--- config.mk ---
export PLATFORM = sky130hd
export DESIGN_NAME = uart_loop_top
export DESIGN_NICKNAME = d
export VERILOG_FILES = /design/src/uart_cfg_pkg.sv /design/src/uart_types_pkg.sv /design/src/uart_tx_if.sv /design/src/uart_rx_if.sv /design/src/uart_tx.sv /design/src/uart_rx.sv /design/src/loop_checker.sv /design/src/uart_loop_top.sv
export SDC_FILE = /design/constraint.sdc
export NUM_CORES = 1
export LEC_CHECK = 0
export BUFFER_PORTS_ARGS = -buffer_cell sky130_fd_sc_hd__buf_2
export CAP_MARGIN = 40
export CORE_ASPECT_RATIO = 0.8
export CORE_MARGIN = 2
export CORE_UTILIZATION = 58
export CTS_CLUSTER_SIZE = 24
export DETAILED_ROUTE_END_ITERATION = 8
export PLACE_DENSITY = 0.79
export SYNTH_ARGS = -nofsm -noshare
export SYNTH_HDL_FRONTEND = slang
export SYNTH_SLANG_ARGS = --single-unit
export TNS_END_PERCENT = 5
--- constraint.sdc ---
create_clock -name tx_clk -period 2.2 [get_ports tx_clk]
set_input_delay 0.22 -clock tx_clk [delete_from_list [all_inputs] [get_ports tx_clk]]
set_output_delay 0.22 -clock tx_clk [all_outputs]
set_load 0.03 [all_outputs]
--- src/uart_cfg_pkg.sv ---
package uart_cfg_pkg;

	// frame layout: start, data LSB first, even parity, stop
	localparam int DATA_WIDTH   = 8;  // payload bits per frame
	localparam int CLKS_PER_BIT = 8;  // tx_clk cycles per serial bit

	localparam int SYNC_STAGES  = 3;  // flops on the receive line before any decode

	localparam int FRAME_BITS   = 1 + DATA_WIDTH + 1 + 1;  // start + data + parity + stop

	// counter widths
	localparam int BIT_CNT_W    = $clog2(FRAME_BITS + 1);    // bit index inside a frame
	localparam int TICK_CNT_W   = $clog2(CLKS_PER_BIT + 1);  // holds 0..CLKS_PER_BIT

	// receiver samples on this tick of each bit, roughly the middle
	localparam int SAMPLE_POINT = CLKS_PER_BIT / 2;

endpackage

--- src/uart_types_pkg.sv ---
package uart_types_pkg;

	// transmitter position in the frame
	typedef enum logic [2:0] {
		tx_idle   = 3'd0,  // line held high, waiting for enable
		tx_start  = 3'd1,  // start bit low on the line
		tx_data   = 3'd2,  // data bits, LSB first
		tx_parity = 3'd3,  // even parity of the word
		tx_stop   = 3'd4   // stop bit high
	} tx_state_e;

	// receiver position in the frame
	typedef enum logic [2:0] {
		rx_idle   = 3'd0,  // hunting for a falling edge
		rx_start  = 3'd1,  // start bit confirmed at mid-bit
		rx_data   = 3'd2,  // shifting in data bits
		rx_parity = 3'd3,  // capture parity bit
		rx_stop   = 3'd4   // check stop bit, report word
	} rx_state_e;

endpackage

--- src/uart_tx_if.sv ---
`timescale 1ns/10ps

// transmitter side of the loop, seen by the checker and the top level
interface uart_tx_if;

	logic                                launch;   // one cycle, first cycle of the start bit
	logic [uart_cfg_pkg::DATA_WIDTH-1:0] word;     // latched word, stable while busy
	logic                                busy;     // frame on the line
	logic                                tx_line;  // serial line as driven

	modport src (
		output launch,
		output word,
		output busy,
		output tx_line
	);

	modport dst (
		input launch,
		input word,
		input busy,
		input tx_line
	);

endinterface

--- src/uart_rx_if.sv ---
`timescale 1ns/10ps

// receiver results, updated together at the stop-bit sample
interface uart_rx_if;

	logic                                valid;       // one-cycle pulse per received word
	logic [uart_cfg_pkg::DATA_WIDTH-1:0] data;        // last received word
	logic                                parity_err;  // even parity failed on last word
	logic                                stop_err;    // stop bit sampled low on last word

	modport src (
		output valid,
		output data,
		output parity_err,
		output stop_err
	);

	modport dst (
		input valid,
		input data,
		input parity_err,
		input stop_err
	);

endinterface

--- src/uart_tx.sv ---
`timescale 1ns/10ps

module uart_tx (
	input  logic                                tx_clk,
	input  logic                                reset_tx,
	input  logic                                i_enable,
	input  logic [uart_cfg_pkg::DATA_WIDTH-1:0] i_data,
	uart_tx_if.src                              tx_bus,
	output logic                                o_serial_out
);

	logic                                  accept;    // enable seen while idle
	logic                                  bit_end;   // last clock of the current bit
	uart_types_pkg::tx_state_e             state_q;
	logic [uart_cfg_pkg::TICK_CNT_W-1:0]   tick_q;    // clocks into the current bit
	logic [uart_cfg_pkg::BIT_CNT_W-1:0]    bit_q;     // data bit index
	logic [uart_cfg_pkg::FRAME_BITS-2:0]   shift_q;   // data, parity, stop still to send
	logic [uart_cfg_pkg::DATA_WIDTH-1:0]   word_q;    // launched word for the checker
	logic                                  serial_q;
	logic                                  busy_q;
	logic                                  launch_q;

	assign accept  = i_enable & ~busy_q;  // enable during a frame is dropped
	assign bit_end = busy_q &
		(tick_q == uart_cfg_pkg::TICK_CNT_W'(uart_cfg_pkg::CLKS_PER_BIT - 1));

	always_ff @(posedge tx_clk) begin
		if (reset_tx) begin
			state_q  <= uart_types_pkg::tx_idle;
			tick_q   <= '0;
			bit_q    <= '0;
			serial_q <= 1'b1;  // idle line is high
			busy_q   <= 1'b0;
			launch_q <= 1'b0;
		end else begin
			launch_q <= accept;
			if (accept) begin
				state_q  <= uart_types_pkg::tx_start;
				tick_q   <= '0;
				bit_q    <= '0;
				serial_q <= 1'b0;  // start bit goes out with busy
				busy_q   <= 1'b1;
			end else if (busy_q) begin
				tick_q <= bit_end ? '0 : tick_q + 1'b1;
				if (bit_end) begin
					serial_q <= shift_q[0];  // next bit, stop fill keeps line high at end
					case (state_q)
						uart_types_pkg::tx_start: begin
							state_q <= uart_types_pkg::tx_data;
						end
						uart_types_pkg::tx_data: begin
							if (bit_q == uart_cfg_pkg::BIT_CNT_W'(uart_cfg_pkg::DATA_WIDTH - 1))
								state_q <= uart_types_pkg::tx_parity;
							else
								bit_q <= bit_q + 1'b1;
						end
						uart_types_pkg::tx_parity: begin
							state_q <= uart_types_pkg::tx_stop;
						end
						uart_types_pkg::tx_stop: begin
							state_q <= uart_types_pkg::tx_idle;
							busy_q  <= 1'b0;  // drops right after the stop bit's last clock
						end
						default: begin
							state_q <= uart_types_pkg::tx_idle;
							busy_q  <= 1'b0;
						end
					endcase
				end
			end
		end
	end

	// payload path
	always_ff @(posedge tx_clk) begin
		if (accept) begin
			word_q  <= i_data;
			shift_q <= {1'b1, ^i_data, i_data};  // stop, even parity, data
		end else if (bit_end) begin
			shift_q <= {1'b1, shift_q[uart_cfg_pkg::FRAME_BITS-2:1]};  // refill with idle level
		end
	end

	assign o_serial_out   = serial_q;
	assign tx_bus.tx_line = serial_q;
	assign tx_bus.busy    = busy_q;
	assign tx_bus.launch  = launch_q;
	assign tx_bus.word    = word_q;

	// busy covers exactly one frame of bit periods
	a_busy_frame: assert property (@(posedge tx_clk) disable iff (reset_tx)
		$rose(busy_q) |->
			##(uart_cfg_pkg::FRAME_BITS * uart_cfg_pkg::CLKS_PER_BIT) $fell(busy_q));

	a_launch_single: assert property (@(posedge tx_clk) disable iff (reset_tx)
		launch_q |=> !launch_q);

endmodule

--- src/uart_rx.sv ---
`timescale 1ns/10ps

module uart_rx (
	input  logic   tx_clk,
	input  logic   reset_tx,
	input  logic   i_loopback,  // high takes the transmitter line
	input  logic   i_tx_line,
	input  logic   i_ext_line,
	uart_rx_if.src rx_bus
);

	logic                                   line_sel;
	logic [uart_cfg_pkg::SYNC_STAGES-1:0]   sync_q;       // oldest sample in the top bit
	logic                                   line_synced;
	logic                                   line_prev_q;  // synced line one cycle ago
	logic                                   fall_edge;
	logic                                   sample;       // mid-bit strobe
	uart_types_pkg::rx_state_e              state_q;
	logic [uart_cfg_pkg::TICK_CNT_W-1:0]    tick_q;       // counts 1..CLKS_PER_BIT
	logic [uart_cfg_pkg::BIT_CNT_W-1:0]     bit_q;
	logic [uart_cfg_pkg::DATA_WIDTH-1:0]    shift_q;      // assembles word LSB first
	logic                                   parity_q;
	logic [uart_cfg_pkg::DATA_WIDTH-1:0]    data_q;
	logic                                   valid_q;
	logic                                   parity_err_q;
	logic                                   stop_err_q;

	assign line_sel    = i_loopback ? i_tx_line : i_ext_line;
	assign line_synced = sync_q[uart_cfg_pkg::SYNC_STAGES-1];
	assign fall_edge   = line_prev_q & ~line_synced;  // high to low on the synced line
	assign sample      = (state_q != uart_types_pkg::rx_idle) &
		(tick_q == uart_cfg_pkg::TICK_CNT_W'(uart_cfg_pkg::SAMPLE_POINT));

	always_ff @(posedge tx_clk) begin
		if (reset_tx) begin
			sync_q      <= '1;  // assume idle line out of reset
			line_prev_q <= 1'b1;
		end else begin
			sync_q      <= {sync_q[uart_cfg_pkg::SYNC_STAGES-2:0], line_sel};
			line_prev_q <= line_synced;
		end
	end

	always_ff @(posedge tx_clk) begin
		if (reset_tx) begin
			state_q      <= uart_types_pkg::rx_idle;
			tick_q       <= '0;
			bit_q        <= '0;
			data_q       <= '0;
			valid_q      <= 1'b0;
			parity_err_q <= 1'b0;
			stop_err_q   <= 1'b0;
		end else begin
			valid_q <= 1'b0;
			if (state_q == uart_types_pkg::rx_idle) begin
				if (fall_edge) begin
					state_q <= uart_types_pkg::rx_start;
					tick_q  <= uart_cfg_pkg::TICK_CNT_W'(2);  // edge was the first clock of start
					bit_q   <= '0;
				end
			end else begin
				if (tick_q == uart_cfg_pkg::TICK_CNT_W'(uart_cfg_pkg::CLKS_PER_BIT))
					tick_q <= uart_cfg_pkg::TICK_CNT_W'(1);
				else
					tick_q <= tick_q + 1'b1;
				if (sample) begin
					case (state_q)
						uart_types_pkg::rx_start: begin
							// glitch shorter than half a bit goes back to hunting
							state_q <= line_synced ? uart_types_pkg::rx_idle
							                       : uart_types_pkg::rx_data;
						end
						uart_types_pkg::rx_data: begin
							if (bit_q == uart_cfg_pkg::BIT_CNT_W'(uart_cfg_pkg::DATA_WIDTH - 1))
								state_q <= uart_types_pkg::rx_parity;
							else
								bit_q <= bit_q + 1'b1;
						end
						uart_types_pkg::rx_parity: begin
							state_q <= uart_types_pkg::rx_stop;
						end
						uart_types_pkg::rx_stop: begin
							state_q      <= uart_types_pkg::rx_idle;  // rest of stop bit is idle time
							valid_q      <= 1'b1;
							data_q       <= shift_q;
							parity_err_q <= (^shift_q) ^ parity_q;  // even parity over data + parity
							stop_err_q   <= ~line_synced;
						end
						default: begin
							state_q <= uart_types_pkg::rx_idle;
						end
					endcase
				end
			end
		end
	end

	// data and parity capture
	always_ff @(posedge tx_clk) begin
		if (sample && (state_q == uart_types_pkg::rx_data))
			shift_q <= {line_synced, shift_q[uart_cfg_pkg::DATA_WIDTH-1:1]};
		if (sample && (state_q == uart_types_pkg::rx_parity))
			parity_q <= line_synced;
	end

	assign rx_bus.valid      = valid_q;
	assign rx_bus.data       = data_q;
	assign rx_bus.parity_err = parity_err_q;
	assign rx_bus.stop_err   = stop_err_q;

	a_valid_pulse: assert property (@(posedge tx_clk) disable iff (reset_tx)
		valid_q |=> !valid_q);

	// a high line never starts a frame
	a_idle_hold: assert property (@(posedge tx_clk) disable iff (reset_tx)
		(state_q == uart_types_pkg::rx_idle) && line_synced |=>
			state_q == uart_types_pkg::rx_idle);

endmodule

--- src/loop_checker.sv ---
`timescale 1ns/10ps

module loop_checker (
	input  logic    tx_clk,
	input  logic    reset_tx,
	uart_tx_if.dst  tx_bus,
	uart_rx_if.dst  rx_bus,
	output logic    o_loop_ok,
	output logic    o_loop_fail
);

	logic                                armed_q;   // a launched word awaits its receipt
	logic [uart_cfg_pkg::DATA_WIDTH-1:0] word_q;    // word sent by the last launch
	logic                                word_good;
	logic                                ok_q;
	logic                                fail_q;

	// receiver fields are updated with valid, so they line up here
	assign word_good = (rx_bus.data == word_q) & ~rx_bus.parity_err & ~rx_bus.stop_err;

	always_ff @(posedge tx_clk) begin
		if (reset_tx) begin
			armed_q <= 1'b0;
			ok_q    <= 1'b0;
			fail_q  <= 1'b0;
		end else begin
			ok_q   <= rx_bus.valid & armed_q & word_good;   // verdict one cycle after valid
			fail_q <= rx_bus.valid & armed_q & ~word_good;
			if (tx_bus.launch)
				armed_q <= 1'b1;  // a new launch wins over a same-cycle receipt
			else if (rx_bus.valid)
				armed_q <= 1'b0;
		end
	end

	always_ff @(posedge tx_clk) begin
		if (tx_bus.launch)
			word_q <= tx_bus.word;  // overwrites any word still waiting
	end

	assign o_loop_ok   = ok_q;
	assign o_loop_fail = fail_q;

	a_one_verdict: assert property (@(posedge tx_clk) disable iff (reset_tx)
		!(o_loop_ok && o_loop_fail));

endmodule

--- src/uart_loop_top.sv ---
`timescale 1ns/10ps

module uart_loop_top (
	input  logic                                tx_clk,
	input  logic                                reset_tx,
	input  logic                                i_enable,
	input  logic [uart_cfg_pkg::DATA_WIDTH-1:0] i_data,
	input  logic                                i_loopback,   // 1 = internal loop, 0 = i_serial_in
	input  logic                                i_serial_in,
	output logic                                o_serial_out,
	output logic                                o_busy,
	output logic [uart_cfg_pkg::DATA_WIDTH-1:0] o_rx_data,
	output logic                                o_rx_valid,
	output logic                                o_rx_error,
	output logic                                o_loop_ok,
	output logic                                o_loop_fail
);

	uart_tx_if tx_bus ();
	uart_rx_if rx_bus ();

	uart_tx u_tx (
		.tx_clk       (tx_clk),
		.reset_tx     (reset_tx),
		.i_enable     (i_enable),
		.i_data       (i_data),
		.tx_bus       (tx_bus.src),
		.o_serial_out (o_serial_out)
	);

	uart_rx u_rx (
		.tx_clk     (tx_clk),
		.reset_tx   (reset_tx),
		.i_loopback (i_loopback),
		.i_tx_line  (tx_bus.tx_line),  // loop path taken inside the receiver
		.i_ext_line (i_serial_in),
		.rx_bus     (rx_bus.src)
	);

	loop_checker u_checker (
		.tx_clk      (tx_clk),
		.reset_tx    (reset_tx),
		.tx_bus      (tx_bus.dst),
		.rx_bus      (rx_bus.dst),
		.o_loop_ok   (o_loop_ok),
		.o_loop_fail (o_loop_fail)
	);

	assign o_busy     = tx_bus.busy;
	assign o_rx_data  = rx_bus.data;
	assign o_rx_valid = rx_bus.valid;
	assign o_rx_error = rx_bus.parity_err | rx_bus.stop_err;  // either fault on the last word

endmodule

==> qor.yml <==
critical_path:
  slowest_delay_ns: 0.39
  worst-path-buf-inv: 1
  cp.arrival_ns: 1.99
  path_cells: "inv_1 > ha_1 > and3b_1 > nand4_1 > or3_1 > a21oi_1"
  critPathTopFamily: "simple AND/OR/NAND/NOR gates"
  cp_slowest_cell: "or3_1"
  critPathMaxFanout: 6
  end_kind: "register"
  worstPathRequired_ns: 2.49
  timing_worst_setup_path_type: "reg2reg"
  cp-start-kind: "register"
drt:
  finalWirelength_mm: 5.649
  ant_nets: 0
  via_count: 2166
  drc: 0
  drtIter0Drc: 123
  routedWlPerCell_um: 14.41
  viasPerCell: 5.526
  first_pass_iters: 4
clock_network:
  cts_root_buf: "clkbuf_8"
  cts_buffers: 9
  post_cts_resize_count: 0
  cts.sinks: 77
  post-cts-setup-buffers: 0
  clock_latency_ns: 0.35
  htree_levels: 3
  cts_tree: "built"
  cts_hold_buf: 0
  path_clk_slew_ns: 0.08
  clk_path_buf_depth: 2
yosys:
  ys_ff_latch: 77
  synth.top_cells.by_count: "dfxtp_1 (43), nand2_1 (39), edfxtp_1 (34)"
  yosysTopAreaCell: "edfxtp_1"
  synth_cell_types: 44
  ys_seq_area_share_pct: 58.98
  syn_nets: 308
  synth_cells: 290
  synth_area_um2: 3191
  synth_top_area_share_pct: 32.00
  synth_ff_type: "dfxtp_1"
  synth_edf_count: 34
  async_reset_ff_share_pct: 0
  synthTopCellsByArea: "edfxtp_1 (32%), dfxtp_1 (27%), nand2_1 (4.6%)"
  yosysMostFrequentCell: "dfxtp_1"
  synth_area_per_cell_um2: 11.00
  yosys_warnings: 0
global_routing:
  grt.total_usage_pct: 19.76
  antenna_found_initial: 0
  grt_max_degree: 25
  grt_pass1_wl_mm: 9.135
  first_global_vias: 2019
  grt-ovfl-total: 0
cells_and_area:
  layout.nets: 340
  diodes: 0
  syn_to_final_growth_pct: 12.78
  final_layout_size_suffix_gt1_share_pct: 17.13
  final_cells: 392
floorplan:
  io_pins: 27
  die_y_um: 70.34
  start_util_pct: 59.36
  die_area_um2: 6114
  coreArea_um2: 5375
  fp.dieW_um: 86.92
  rows: 24
place:
  place.gp.congestion: 0.8008
  portBuffers: 26
  placed_cells: 376
  hpwl_mm: 3.898
sta:
  rsz0062_at_grt: "false"
  min_period_ns: 1.709
  tns_ns: 0
  min_period_over_period_pct: 77.69
  skew_ns: 0.009266
  max_freq_mhz: 585.0
  hold_violations: 0
  final-max-slew-violation-count: 0
  worst_slew_pin_slew_ns: 0.5249
  slew_headroom_pct: 64.93
  setup_viol: 0
power_and_ir_drop:
  vdd_drop_max_mv: 0.5867
  powerDensity_nw_per_um2: 810.8
  leakage_nw: 1.468
job:
  cap_viol_max_count: 0
hold_path:
  min_path_type: "in2reg"
outcome:
  outcome: "finished, final reports clean"
worst paths after layout:
| kind | from | end | slack [ns] | cells past startpoint |
|---|---|---|---|---|
| worst max-delay path | u_rx.tick_q[0] | u_rx.bit_q[3] | 0.49 | 6 |
| worst min-delay path | i_data[2] | u_tx.tx_bus.word[2] | 0.09 | 1 |
| worst max register to register | u_rx.tick_q[0] | u_rx.bit_q[3] | 0.49 | 6 |
| worst min register to register | u_rx.sync_q[0] | u_rx.sync_q[1] | 0.42 | 1 |
flip-flops by register name (all words and copies together) (netlist names), 4 cells and up:
register / count
u_checker.word_q: 8
u_tx.tick_q: 4
u_tx.bit_q: 4
u_rx.rx_bus.data: 8
u_rx.bit_q: 4
u_tx.tx_bus.word: 8
u_rx.shift_q: 8
u_rx.tick_q: 4
u_tx.shift_q: 9
layout make-up:
| cell class | instances | area [um^2] |
|---|---|---|
| flip-flops and latches | 77 | 1882 |
| fillers | 395 | 1777 |
| multi-input cells | 196 | 1220 |
| repair buffers | 30 | 160.2 |
| clock buffers | 11 | 141.4 |
| clock inverters | 5 | 83.83 |
| well taps | 65 | 81.33 |
| inverters | 8 | 30.03 |
worst register-to-register path, cell delays in order (launching register included):
cell and delay (ns):
dfxtp_1 0.35, inv_1 0.07, ha_1 0.21, and3b_1 0.28, nand4_1 0.21, or3_1 0.39
a21oi_1 0.13
power breakdown:
group | switching (mW) | internal [mW] | total, mW
combinational | 0.101 | 0.0667 | 0.168
clock | 0.506 | 0.672 | 1.18
sequential | 0.0314 | 1.54 | 1.57
total | 0.638 | 2.28 | 2.92
cell families after synthesis:
| kind of cell | share of synthesized area (%) |
|---|---|
| AO/OA/AOI/OAI | 5.686 |
| XOR/XNOR | 7.725 |
| adder cells (fa/ha/maj) | 1.961 |
| AND/OR/NAND/NOR | 19.06 |
| buffers and inverters | 2.784 |
| flip-flops | 58.98 |
| multiplexers | 3.804 |
placed cells by master (no fill, tap or decap), types with 2 or more instances in the layout:
cell type   instances
a21oi_1             9
a22oi_1             2
a31oi_1             3
and3_1              2
buf_2              26
buf_4               4
bufinv_16           2
clkbuf_8           10
clkinv_1            2
clkinvlp_4          2
dfxtp_1            43
edfxtp_1           34
ha_1                5
inv_1               6
mux2i_1            11
nand2_1            39
nand2b_1            3
nand3_1             8
nand3b_1            4
nand4_1             5
nand4b_1            3
nor2_1             31
nor2b_1             2
nor3_1              9
nor3b_1             2
nor4_1              2
o21ai_0            10
or2_2               6
or3_1               2
xnor2_1            13
xnor3_1             2
xor2_1             10
layer usage:
layer	track usage [%]	vias to the layer above	share of wire, %
met5	0	-	0
met4	5.035	0	0.71
met3	8.629	7	5.4
met2	31.13	51	48
met1	24.94	1036	46
li1	-	1072	-
metrics by stage:
stage	instance area (um^2)	setup WS, ns	util (%)	hold slack [ns]	power [mW]
after CTS	3598	0.4935	66.95	0.07569	2.937
after floorplan	3191	0.3486	-	0.3189	1.720
after global routing	3598	0.3768	66.95	0.07791	3.025
final	3598	0.4907	66.95	0.09066	2.918
after global placement	3373	0.6151	62.76	0.3927	1.760
after detailed placement	3373	0.5109	62.76	0.3970	1.771
Note: power is estimated with default switching activity, not from simulation.
